--- src/hw/pipeline_cfg.svh ---
// Pipeline configuration
// Data width, register file size, zero register and reset PC

`ifndef PIPELINE_CFG_SVH
`define PIPELINE_CFG_SVH

// Datapath width
`define XLEN 32

// Architectural register count
`define REG_COUNT 32

// Hardwired zero register index
`define ZERO_REG 0

// PC of the first instruction after reset
`define START_PC 32'h0000_0000

`endif

--- src/hw/pipeline_pkg.sv ---
// Shared types for the in-order integer ALU pipeline
// Instruction layouts, opcodes, ALU functions and stage packets

`include "pipeline_cfg.svh"

package pipeline_pkg;

    // Architectural register index
    typedef logic [$clog2(`REG_COUNT)-1:0] reg_idx_t;

    ////////////////////////////////////////////////////////////
    // Instruction word layouts
    ////////////////////////////////////////////////////////////

    typedef struct packed {
        logic [6:0] funct7;
        reg_idx_t   rs2;
        reg_idx_t   rs1;
        logic [2:0] funct3;
        reg_idx_t   rd;
        logic [6:0] opcode;
    } r_type_t;

    typedef struct packed {
        logic [11:0] imm;
        reg_idx_t    rs1;
        logic [2:0]  funct3;
        reg_idx_t    rd;
        logic [6:0]  opcode;
    } i_type_t;

    // Same 32-bit word, read both ways by decode
    typedef union packed {
        r_type_t r_view;
        i_type_t i_view;
    } inst_t;

    // Major opcodes still supported
    typedef enum logic [6:0] {
        OP_REG    = 7'b0110011,
        OP_IMM    = 7'b0010011,
        OP_LUI    = 7'b0110111,
        OP_SYSTEM = 7'b1110011
    } opcode_e;

    typedef enum logic [3:0] {
        ALU_ADD, ALU_SUB, ALU_SLL, ALU_SLT, ALU_SLTU,
        ALU_XOR, ALU_SRL, ALU_SRA, ALU_OR, ALU_AND
    } alu_func_e;

    typedef enum logic [1:0] {
        NO_ERROR      = 2'd0,
        ILLEGAL_INST  = 2'd1,
        HALTED_ON_WFI = 2'd2
    } error_status_e;

    ////////////////////////////////////////////////////////////
    // Stage packets
    ////////////////////////////////////////////////////////////

    // Decode to execute
    typedef struct packed {
        alu_func_e        alu_func;
        reg_idx_t         rs1;
        reg_idx_t         rs2;
        logic             use_rs2;
        logic [`XLEN-1:0] imm;
        reg_idx_t         rd;
        logic             wr_en;
        logic [`XLEN-1:0] npc;
        error_status_e    error;
    } dec_packet_t;

    // Execute to retire
    typedef struct packed {
        reg_idx_t         rd;
        logic             wr_en;
        logic [`XLEN-1:0] result;
        logic [`XLEN-1:0] npc;
        error_status_e    error;
    } ex_packet_t;

endpackage

--- src/hw/stage_if.sv ---
// Stage-to-stage interfaces
// Valid/ready links between decode, execute and retire, plus the register read port

`timescale 1ns/1ps
`include "pipeline_cfg.svh"

// Decode to execute link
interface dec_ex_if;
    import pipeline_pkg::*;

    logic        valid;
    logic        ready;
    dec_packet_t packet;

    modport producer (output valid, output packet, input ready);
    modport consumer (input valid, input packet, output ready);
endinterface

// Execute to retire link
interface ex_rt_if;
    import pipeline_pkg::*;

    logic       valid;
    logic       ready;
    ex_packet_t packet;

    modport producer (output valid, output packet, input ready);
    modport consumer (input valid, input packet, output ready);
endinterface

// Operand read port into the register file
interface reg_read_if;
    import pipeline_pkg::*;

    reg_idx_t         rs1_idx;
    reg_idx_t         rs2_idx;
    logic [`XLEN-1:0] rs1_data;
    logic [`XLEN-1:0] rs2_data;

    // Execute supplies indices
    modport reader (
        output rs1_idx,
        output rs2_idx,
        input  rs1_data,
        input  rs2_data
    );

    // Register file answers combinationally
    modport file (
        input  rs1_idx,
        input  rs2_idx,
        output rs1_data,
        output rs2_data
    );
endinterface

--- src/hw/alu_execute.sv ---
// Execute stage
// Reads operands, forwards from its own result register, runs the ALU
// and registers the result for retire

`timescale 1ns/1ps
`include "pipeline_cfg.svh"

module alu_execute (
    input  logic       clock,
    input  logic       rst,
    dec_ex_if.consumer dec,
    ex_rt_if.producer  rt,
    reg_read_if.reader rd_port
);
    import pipeline_pkg::*;

    logic             valid_q;
    ex_packet_t       packet_q;
    logic             fwd_rs1;
    logic             fwd_rs2;
    logic [`XLEN-1:0] rs1_val;
    logic [`XLEN-1:0] rs2_val;
    logic [`XLEN-1:0] op_b;
    logic [4:0]       shamt;
    logic [`XLEN-1:0] alu_out;
    logic             take_in;

    ////////////////////////////////////////////////////////////
    // Operand read and forwarding
    ////////////////////////////////////////////////////////////

    assign rd_port.rs1_idx = dec.packet.rs1;
    assign rd_port.rs2_idx = dec.packet.rs2;

    // Held result not yet in the register file
    assign fwd_rs1 = valid_q && packet_q.wr_en && (packet_q.rd == dec.packet.rs1);
    assign fwd_rs2 = valid_q && packet_q.wr_en && (packet_q.rd == dec.packet.rs2);

    assign rs1_val = fwd_rs1 ? packet_q.result : rd_port.rs1_data;
    assign rs2_val = fwd_rs2 ? packet_q.result : rd_port.rs2_data;

    // Register or immediate for B
    assign op_b  = dec.packet.use_rs2 ? rs2_val : dec.packet.imm;
    assign shamt = op_b[4:0];

    ////////////////////////////////////////////////////////////
    // ALU
    ////////////////////////////////////////////////////////////

    always_comb begin
        case (dec.packet.alu_func)
            ALU_ADD:  alu_out = rs1_val + op_b;
            ALU_SUB:  alu_out = rs1_val - op_b;
            ALU_SLL:  alu_out = rs1_val << shamt;
            ALU_SLT:  alu_out = {{(`XLEN-1){1'b0}}, $signed(rs1_val) < $signed(op_b)};
            ALU_SLTU: alu_out = {{(`XLEN-1){1'b0}}, rs1_val < op_b};
            ALU_XOR:  alu_out = rs1_val ^ op_b;
            ALU_SRL:  alu_out = rs1_val >> shamt;
            ALU_SRA:  alu_out = $unsigned($signed(rs1_val) >>> shamt);
            ALU_OR:   alu_out = rs1_val | op_b;
            ALU_AND:  alu_out = rs1_val & op_b;
            default:  alu_out = '0;
        endcase
    end

    ////////////////////////////////////////////////////////////
    // Result register
    ////////////////////////////////////////////////////////////

    assign dec.ready = !valid_q || rt.ready;
    assign take_in   = dec.valid && dec.ready;

    always_ff @(posedge clock) begin
        if (rst) begin
            valid_q <= 1'b0;
        end else if (take_in) begin
            valid_q <= 1'b1;
        end else if (rt.ready) begin
            valid_q <= 1'b0;
        end
    end

    always_ff @(posedge clock) begin
        if (take_in) begin
            packet_q.rd     <= dec.packet.rd;
            packet_q.wr_en  <= dec.packet.wr_en;
            packet_q.result <= alu_out;
            packet_q.npc    <= dec.packet.npc;
            packet_q.error  <= dec.packet.error;
        end
    end

    assign rt.valid  = valid_q;
    assign rt.packet = packet_q;

    // Stalled output holds still
    assert property (@(posedge clock) disable iff (rst)
        (rt.valid && !rt.ready) |=> (rt.valid && $stable(rt.packet)))
        else $error("execute output changed while stalled");

endmodule

--- src/hw/inst_decode.sv ---
// Decode stage
// Accepts instruction words, classifies them and registers a decoded packet
// Tracks the PC and stops taking input after an illegal word or wfi

`timescale 1ns/1ps
`include "pipeline_cfg.svh"

module inst_decode (
    input  logic                clock,
    input  logic                rst,
    input  logic                inst_valid,
    input  pipeline_pkg::inst_t inst,
    output logic                inst_ready,
    dec_ex_if.producer          dec
);
    import pipeline_pkg::*;

    // Only SYSTEM encoding we accept
    localparam logic [31:0] WFI_WORD = 32'h1050_0073;

    logic [`XLEN-1:0] pc_q;
    logic             halted_q;
    logic             valid_q;
    dec_packet_t      packet_q;
    dec_packet_t      next_pkt;
    logic             is_illegal;
    logic             is_wfi;
    logic             has_dest;
    logic             accept;

    // funct3 to ALU op where alt selects sub or sra
    function automatic alu_func_e func_from_funct3(input logic [2:0] f3, input logic alt);
        alu_func_e f;
        case (f3)
            3'b000:  f = alt ? ALU_SUB : ALU_ADD;
            3'b001:  f = ALU_SLL;
            3'b010:  f = ALU_SLT;
            3'b011:  f = ALU_SLTU;
            3'b100:  f = ALU_XOR;
            3'b101:  f = alt ? ALU_SRA : ALU_SRL;
            3'b110:  f = ALU_OR;
            default: f = ALU_AND;
        endcase
        return f;
    endfunction

    ////////////////////////////////////////////////////////////
    // Classification
    ////////////////////////////////////////////////////////////

    always_comb begin
        is_illegal        = 1'b0;
        is_wfi            = 1'b0;
        has_dest          = 1'b0;
        next_pkt.alu_func = ALU_ADD;
        next_pkt.rs1      = inst.r_view.rs1;
        next_pkt.rs2      = inst.r_view.rs2;
        next_pkt.use_rs2  = 1'b0;
        // Sign-extended I-type immediate
        next_pkt.imm      = {{(`XLEN-12){inst.i_view.imm[11]}}, inst.i_view.imm};
        next_pkt.rd       = inst.r_view.rd;
        next_pkt.npc      = pc_q + `XLEN'd4;
        case (inst.r_view.opcode)
            OP_REG: begin
                has_dest          = 1'b1;
                next_pkt.use_rs2  = 1'b1;
                next_pkt.alu_func = func_from_funct3(inst.r_view.funct3,
                                                     inst.r_view.funct7[5]);
                // Alternate funct7 only valid for sub and sra
                if (inst.r_view.funct7 == 7'b0100000)
                    is_illegal = !(inst.r_view.funct3 inside {3'b000, 3'b101});
                else
                    is_illegal = (inst.r_view.funct7 != 7'b0000000);
            end
            OP_IMM: begin
                has_dest          = 1'b1;
                next_pkt.alu_func = func_from_funct3(inst.i_view.funct3,
                                    (inst.i_view.funct3 == 3'b101) && inst.r_view.funct7[5]);
                // Shift immediates carry funct7 in imm[11:5]
                if (inst.i_view.funct3 == 3'b001)
                    is_illegal = (inst.r_view.funct7 != 7'b0000000);
                else if (inst.i_view.funct3 == 3'b101)
                    is_illegal = !(inst.r_view.funct7 inside {7'b0000000, 7'b0100000});
            end
            OP_LUI: begin
                has_dest     = 1'b1;
                // x0 + upper immediate
                next_pkt.rs1 = reg_idx_t'(`ZERO_REG);
                next_pkt.imm = {inst.i_view.imm, inst.i_view.rs1, inst.i_view.funct3, 12'b0};
            end
            OP_SYSTEM: begin
                is_wfi     = (inst == WFI_WORD);
                is_illegal = !is_wfi;
            end
            default: is_illegal = 1'b1;
        endcase
        next_pkt.error = is_illegal ? ILLEGAL_INST :
                         is_wfi     ? HALTED_ON_WFI : NO_ERROR;
        next_pkt.wr_en = has_dest && !is_illegal && (next_pkt.rd != reg_idx_t'(`ZERO_REG));
    end

    ////////////////////////////////////////////////////////////
    // Handshake and state
    ////////////////////////////////////////////////////////////

    // Free slot or slot drains this edge
    assign inst_ready = !halted_q && (!valid_q || dec.ready);
    assign accept     = inst_valid && inst_ready;

    always_ff @(posedge clock) begin
        if (rst) begin
            valid_q  <= 1'b0;
            halted_q <= 1'b0;
            pc_q     <= `START_PC;
        end else begin
            if (accept) begin
                valid_q <= 1'b1;
                pc_q    <= next_pkt.npc;
                if (is_illegal || is_wfi)
                    halted_q <= 1'b1;
            end else if (dec.ready) begin
                valid_q <= 1'b0;
            end
        end
    end

    // Payload
    always_ff @(posedge clock) begin
        if (accept)
            packet_q <= next_pkt;
    end

    assign dec.valid  = valid_q;
    assign dec.packet = packet_q;

    // Taking an illegal word or wfi closes the input from the next cycle
    assert property (@(posedge clock) disable iff (rst)
        (accept && (is_illegal || is_wfi)) |=> !inst_ready)
        else $error("decode left input open after halt");

endmodule

--- src/hw/pipeline.sv ---
// Integer ALU pipeline top level
// Decode, execute and retire joined by valid/ready links

`timescale 1ns/1ps
`include "pipeline_cfg.svh"

module pipeline (
    input  logic                        clock,
    input  logic                        rst,
    input  logic                        inst_valid,
    input  logic [31:0]                 inst,
    input  logic                        commit_ready,
    output logic                        inst_ready,
    output logic                        commit_valid,
    output logic                        commit_wr_en,
    output pipeline_pkg::reg_idx_t      commit_wr_idx,
    output logic [`XLEN-1:0]            commit_wr_data,
    output logic [`XLEN-1:0]            commit_npc,
    output pipeline_pkg::error_status_e commit_error,
    output logic [31:0]                 completed_count
);

    ////////////////////////////////////////////////////////////
    // Stage links
    ////////////////////////////////////////////////////////////

    dec_ex_if   dec_ex ();
    ex_rt_if    ex_rt ();
    reg_read_if reg_rd ();

    ////////////////////////////////////////////////////////////
    // Stages
    ////////////////////////////////////////////////////////////

    inst_decode u_inst_decode (
        .clock      (clock),
        .rst        (rst),
        .inst_valid (inst_valid),
        .inst       (inst),
        .inst_ready (inst_ready),
        .dec        (dec_ex.producer)
    );

    alu_execute u_alu_execute (
        .clock   (clock),
        .rst     (rst),
        .dec     (dec_ex.consumer),
        .rt      (ex_rt.producer),
        .rd_port (reg_rd.reader)
    );

    // Commit outputs come straight from retire
    retire_regfile u_retire_regfile (
        .clock           (clock),
        .rst             (rst),
        .commit_ready    (commit_ready),
        .rt              (ex_rt.consumer),
        .rd_port         (reg_rd.file),
        .commit_valid    (commit_valid),
        .commit_wr_en    (commit_wr_en),
        .commit_wr_idx   (commit_wr_idx),
        .commit_wr_data  (commit_wr_data),
        .commit_npc      (commit_npc),
        .commit_error    (commit_error),
        .completed_count (completed_count)
    );

endmodule

--- src/hw/retire_regfile.sv ---
// Retire stage with the architectural register file
// Presents the commit record, writes results on commit and counts commits

`timescale 1ns/1ps
`include "pipeline_cfg.svh"

module retire_regfile (
    input  logic                        clock,
    input  logic                        rst,
    input  logic                        commit_ready,
    ex_rt_if.consumer                   rt,
    reg_read_if.file                    rd_port,
    output logic                        commit_valid,
    output logic                        commit_wr_en,
    output pipeline_pkg::reg_idx_t      commit_wr_idx,
    output logic [`XLEN-1:0]            commit_wr_data,
    output logic [`XLEN-1:0]            commit_npc,
    output pipeline_pkg::error_status_e commit_error,
    output logic [31:0]                 completed_count
);
    import pipeline_pkg::*;

    logic [`XLEN-1:0] regs [`REG_COUNT];
    logic             commit_fire;

    ////////////////////////////////////////////////////////////
    // Commit record
    ////////////////////////////////////////////////////////////

    // Record is the execute output as is
    assign commit_valid   = rt.valid;
    assign commit_wr_en   = rt.packet.wr_en;
    assign commit_wr_idx  = rt.packet.rd;
    assign commit_wr_data = rt.packet.result;
    assign commit_npc     = rt.packet.npc;
    assign commit_error   = rt.packet.error;

    // Back-pressure straight from the commit side
    assign rt.ready    = commit_ready;
    assign commit_fire = rt.valid && commit_ready;

    ////////////////////////////////////////////////////////////
    // Register file
    ////////////////////////////////////////////////////////////

    // x0 always reads zero
    assign rd_port.rs1_data = (rd_port.rs1_idx == reg_idx_t'(`ZERO_REG)) ?
                              '0 : regs[rd_port.rs1_idx];
    assign rd_port.rs2_data = (rd_port.rs2_idx == reg_idx_t'(`ZERO_REG)) ?
                              '0 : regs[rd_port.rs2_idx];

    always_ff @(posedge clock) begin
        if (rst) begin
            for (int i = 0; i < `REG_COUNT; i++)
                regs[i] <= '0;
        end else if (commit_fire && rt.packet.wr_en) begin
            regs[rt.packet.rd] <= rt.packet.result;
        end
    end

    // Completed instruction count
    always_ff @(posedge clock) begin
        if (rst)
            completed_count <= '0;
        else if (commit_fire)
            completed_count <= completed_count + 32'd1;
    end

    // Decode never marks x0 as a destination
    assert property (@(posedge clock) disable iff (rst)
        (commit_fire && rt.packet.wr_en) |-> (rt.packet.rd != reg_idx_t'(`ZERO_REG)))
        else $error("commit wrote the zero register");

endmodule

--- config.mk ---
export PLATFORM = sky130hd
export DESIGN_NAME = pipeline
export DESIGN_NICKNAME = d
export VERILOG_FILES = /design/src/hw/pipeline_pkg.sv /design/src/hw/stage_if.sv /design/src/hw/alu_execute.sv /design/src/hw/inst_decode.sv /design/src/hw/pipeline.sv /design/src/hw/retire_regfile.sv
export VERILOG_INCLUDE_DIRS = /design/src /design/src/hw
export SDC_FILE = /design/constraint.sdc
export NUM_CORES = 2
export LEC_CHECK = 0
export BUFFER_PORTS_ARGS = -buffer_cell sky130_fd_sc_hd__buf_2
export CORE_MARGIN = 8
export CORE_UTILIZATION = 55
export CTS_BUF_LIST = sky130_fd_sc_hd__clkbuf_16
export DETAILED_ROUTE_END_ITERATION = 8
export PLACE_DENSITY_LB_ADDON = 0.05
export RECOVER_POWER = 50
export SLEW_MARGIN = 20
export SYNTH_ARGS = -nofsm -noshare
export SYNTH_HDL_FRONTEND = slang
export SYNTH_SLANG_ARGS = --single-unit
--- constraint.sdc ---
create_clock -name clock -period 18.9 [get_ports clock]
set_input_delay 0.945 -clock clock [delete_from_list [all_inputs] [get_ports clock]]
set_output_delay 0.945 -clock clock [all_outputs]
set_load 0.03 [all_outputs]
Word-level counts from Yosys, hierarchy flattened
Memories as Yosys holds them, arrays and structs flattened. A register that Yosys moved wholly into a read port is not among the register bits. Cells that the tools add are included.

Word-level logic and storage cells: 128. Bits of input ports: 36. Memories: 1. Bits in writable memories: 1024. Flip-flop bits (word level): 226.

Memories: u_retire_regfile.regs (depth 32, width 32, read ports 2, clocked after memory_dff 2, write ports 32, RTL line retire_regfile.sv:23) `` logic [`XLEN-1:0] regs [`REG_COUNT]; ``.

Multiplexer cells: 37. Magnitude comparators: 2. Shift-type cells: 3. Add/sub/neg operators: 4. Equal/unequal tests: 23. Reductions and logical operators: 35. Bitwise logic cells: 3.

Operator list (number): 32-bit case mux with 10 select lines (1); 32-bit two-way mux (6); 32-bit less-than comparator (2); 4-bit case mux with 7 select lines (2); 32-bit by 1-bit adder with 32-bit output (second input constant) (1); 32-bit by 3-bit adder with 32-bit output (second input constant) (1); 32-bit adder (1); 32-bit AND (1); 32-bit by 29-bit == test with 1-bit output (second input constant) (1); 32-bit bitwise OR (1); 32-bit OR reduction (1); 32-bit by 5-bit << shifter with 32-bit output (1); 32-bit by 5-bit >> shifter with 32-bit output (1); 32-bit by 5-bit >>> shifter with 32-bit output (1); 32-bit subtractor (1); 32-bit bitwise XOR (1); 31-bit two-way mux (1); 7-bit by 6-bit == test with 1-bit output (second input constant) (3); 1-bit two-way mux (20); 5-bit two-way mux (4); 4-bit by 3-bit == test with 1-bit output (second input constant) (4); 1-bit logical AND (11); 5-bit == test (2); 5-bit zero test (2); other kinds (21) (37).

Logic depth before layout (Yosys ltp)
Word-level depth: 9. Gate-level depth with buffers: 23. Depth with buffers taken out: 19.

Modules after synthesis
A second synthesis with hierarchy kept.

Cell total of the unflattened synthesis: 6059. Area, all modules: 74652.8 sq um.

By module, submodules not included: retire_regfile (cells each 3938, instances 1, area each 57014.7 sq um, seq. area each 31390.1 sq um); alu_execute (cells each 1688, instances 1, area each 12430.7 sq um, seq. area each 2182.1 sq um); inst_decode (cells each 433, instances 1, area each 5207.5 sq um, seq. area each 3193.1 sq um).

Worst setup path before layout
Ideal clock, no wire load.

Path kind: register to register. Start point: register with a tool-made name. End point: register u_alu_execute.packet_q (netlist bit u_alu_execute.rt.packet[58]) (data pin). Clock period less this slack: 6.712 ns. Cell stages (with the launch flop): 24. Buffers on the path: 7. Required time: 18.628 ns. Library setup time: 0.272 ns. Setup slack: 12.188 ns. Data arrival time: 6.440 ns. Cells stage by stage: dfxtp_1 -> buf_4 -> buf_6 -> buf_6 -> clkbuf_1 -> buf_2 -> buf_1 -> mux4_2 -> mux4_2 -> mux2i_1 -> o21ai_0 -> mux2_2 -> ha_1 -> clkbuf_1 -> nand2b_1 -> a21oi_1 -> or2_2 -> o31ai_1 -> a211oi_1 -> a2111oi_0 -> o21ai_0 -> a211oi_1 -> a21oi_1 -> or4_1.

RTL lines: end, declared (RTL line alu_execute.sv:18) `ex_packet_t packet_q;`.

==> flow_summary.json <==
{
  "run_status": "finished with violations",
  "violations": "max-capacitance violations, max-slew violations",
  "gpl.final_weighted_congestion": 1.045,
  "fp.coreArea_um2": 131300,
  "clock.fmax_mhz": 112.1,
  "grt_overflow": 0,
  "firstDrtPassIters": 8,
  "number_of_antenna_violations_at_the_first_check_in_global_routing": 28,
  "switching_share_pct": 32.45,
  "net_sw_power_mw": 2.571,
  "ctsRootBufferMaster": "clkbuf_16",
  "power_density_nw_per_um2": 99.59,
  "synth_async_sr_flop_share_pct": 0,
  "critPathRequiredTime_ns": 19.40,
  "worstPathArrival_ns": 9.42,
  "clock_group_share_of_total_power_pct": 34.2,
  "synthDominantAreaCellType": "edfxtp_1",
  "static-leakage-power_nw": 28.38,
  "grt_start_max_net_pins": 144,
  "fin_worst_hold_slack_ns": 0.3533,
  "path_buf_inv": 4,
  "ff2ff_setup_slack_ns": 9.98,
  "combPwrFrac_pct": 24.9,
  "clk-insertion-delay-late_ns": 0.80,
  "groute.usage.overall_pct": 37.17,
  "drv_slew": 1299,
  "final_common_cell": "edfxtp_1",
  "drt_first_iter_violations": 7325,
  "post_cts_buffers": 0,
  "finalNetCount": 5551,
  "totalNegativeSetupSlack_ns": 0,
  "post_cts.resized_instances": 0,
  "cts.sink_count": 1254,
  "io_buffers": 139,
  "clock_path_buffers": 3,
  "postCtsHoldBufs": 0,
  "final_cell_mix": "edfxtp_1 (1179), and2_1 (636), mux4_2 (597)",
  "die_y_um": 379.6,
  "synth_top_area_share_pct": 48.70,
  "synthesis.yosys.warnings": 0,
  "fp-row-count": 133,
  "crit_chain": "buf_4, buf_12, mux4_2, nor3_1, a2111oi_0, o21ai_1, nand2_1, buf_4, ha_1, inv_1, fa_1, nor2b_1, o21ai_0, a211oi_1, a2111oi_0, o21bai_1, a221oi_1, o21a_1, o311ai_0, a221oi_1, o211ai_1",
  "layout_setup_ws_ns": 9.980,
  "tritoncts": "built",
  "launching_element_type_of_the_critical_path": "flop",
  "wl_mm": 274.9,
  "slowest_stage": "a2111oi_0",
  "post_route_fraction_of_the_period_consumed_by_the_critical_path_pct": 47.20,
  "slowest_delay_ns": 0.85,
  "final_period_minus_worst_setup_slack_ns": 8.920,
  "seq_power_share_pct": 40.9,
  "via_per_inst": 7.048,
  "die_width_um": 379.6,
  "hpwl_mm": 170.4,
  "initial_utilization_pct": 55.37,
  "netlist_area_um2": 72700,
  "cts-buffers-inserted": 140,
  "maxSlewHeadroom_pct": -152.1,
  "vias_in_the_first_global_route": 50010,
  "grt_pass1_wl_mm": 384.2,
  "postSynthRegisterBits": 1254,
  "synth_enable_flop_cells": 1179,
  "vias": 51330,
  "seq_area_frac_synth_pct": 50.76,
  "worst_ir_drop_vdd_mv": 0.09519,
  "setup_violations": 0,
  "antenna_violating_nets_post_route": 0,
  "place_worst_setup_slack_ns": 10.13,
  "drc": 0,
  "drive_gt1_share_pct": 21.61,
  "num_io_pins": 142,
  "die-area_um2": 144100,
  "layout.core_utilization_pct": 60.59,
  "synth_top_cells_by_area": "edfxtp_1 (49%), mux4_2 (18%), and2_1 (8.8%)",
  "setup.worst_path.end_class": "flop",
  "clk_skew_ns": 0.04139,
  "crit_type": "flop to flop",
  "crit_path_max_fanout": 143,
  "worst_setup_hold_path_clk_slew_ns": 0.06,
  "worstHoldPathType": "input port to flop",
  "path_delay_family": "compound AO/OA/AOI/OAI gates",
  "nFillCells": 10130,
  "max_cap_viol_count": 42,
  "syn_to_final_growth_pct": 9.426,
  "max_slew.worst_pin.slew_ns": 3.782,
  "synth_cell_types": 94,
  "htreeDepth": 4,
  "syn_inst": 5429,
  "power_report.internal_total_mw": 5.352,
  "final_hold_viol_count": 0,
  "avgSynthCellArea_um2": 13.39,
  "rsz0062_at_grt": "no",
  "ys_flop_type": "edfxtp_1",
  "wl_per_cell_um": 37.75
}
## Yosys cell counts, types with 34 or more instances
cell	instances
a211oi_1	73
a21o_1	39
a21oi_1	155
a22oi_1	66
and2_1	1024
and3_1	34
buf_1	44
buf_2	56
clkbuf_1	354
dfxtp_1	75
edfxtp_1	1179
ha_1	101
inv_1	96
mux2_2	51
mux2i_1	160
mux4_2	597
nand2_1	235
nand3_1	53
nor2_1	236
nor3_1	81
o21ai_0	120
or2_2	47
xnor2_1	35
xor2_1	57
## cell type report
class	instances	area [um2]	share of cell area, %
Multi-Input combinational cell	3585	33620	42.26
Antenna cell	4	10.01	0.01258
Inverter	103	389.1	0.4891
Tap cell	1755	2196	2.760
Clock inverter	107	818.3	1.029
Clock buffer	147	3679	4.624
Timing Repair Buffer	328	1908	2.399
Sequential cell	1254	36930	46.42
## final timing paths
check                                 end  cells past startpoint                        start
max           u_alu_execute.rt.packet[54]                     21                         flop
min          u_inst_decode.dec.packet[38]                      1                     inst[10]
max reg2reg   u_alu_execute.rt.packet[54]                     21                         flop
min reg2reg    u_alu_execute.rt.packet[4]                      0  u_inst_decode.dec.packet[4]
## stage by stage
| step | instances | cell area (um2) | total power, mW |
|---|---|---|---|
| after CTS | 7277 | 79760 | 7.863 |
| after floorplan | 5430 | 72700 | 4.445 |
| final | 7283 | 79550 | 7.923 |
| after global routing | 7279 | 79540 | 8.108 |
| after global placement | 7023 | 75260 | 5.183 |
| after detailed placement | 7023 | 75260 | 5.186 |
## power by group through the flow
stage	logic (mW)	registers (mW)	clock network (mW)
6_report	1.97	3.24	2.71
5_1_grt	2.03	3.25	2.83
4_1_cts	1.90	3.24	2.73
3_5_place_dp	1.89	3.30	0
3_3_place_gp	1.89	3.29	0
2_1_floorplan	1.18	3.26	0
## state kept, by name, summed over array words and instances (netlist names), named ones only
register / count
u_inst_decode.dec.valid: 1
u_retire_regfile.completed_count: 32
u_retire_regfile.regs: 1024
u_inst_decode.pc_q: 30
u_inst_decode.dec.packet: 85
u_alu_execute.rt.packet: 70
u_alu_execute.rt.valid: 1
u_inst_decode.halted_q: 1
## cells by family after synthesis
| family | Yosys count | synth area share, % |
|---|---|---|
| other cells | 1 | 0.005158 |
| xor+xnor | 92 | 1.108 |
| compound gates | 737 | 7.222 |
| simple gates | 1843 | 14.13 |
| mux | 808 | 21.49 |
| buf+inv | 591 | 3.485 |
| fa+ha+maj | 103 | 1.793 |
| flops | 1254 | 50.76 |
## per-layer routing
| layer | part of all wire (%) | track usage [%] | wire length [um] | vias to the layer above |
|---|---|---|---|---|
| met4 | 6.3 | 19.22 | 17380 | 10 |
| met5 | 0.026 | 0 | 72 | - |
| met3 | 12 | 10.66 | 34230 | 787 |
| met1 | 36 | 48.88 | 100100 | 26210 |
| li1 | - | - | - | 20720 |
| met2 | 45 | 56.47 | 123100 | 3607 |
(Power assumes the default switching activity.)
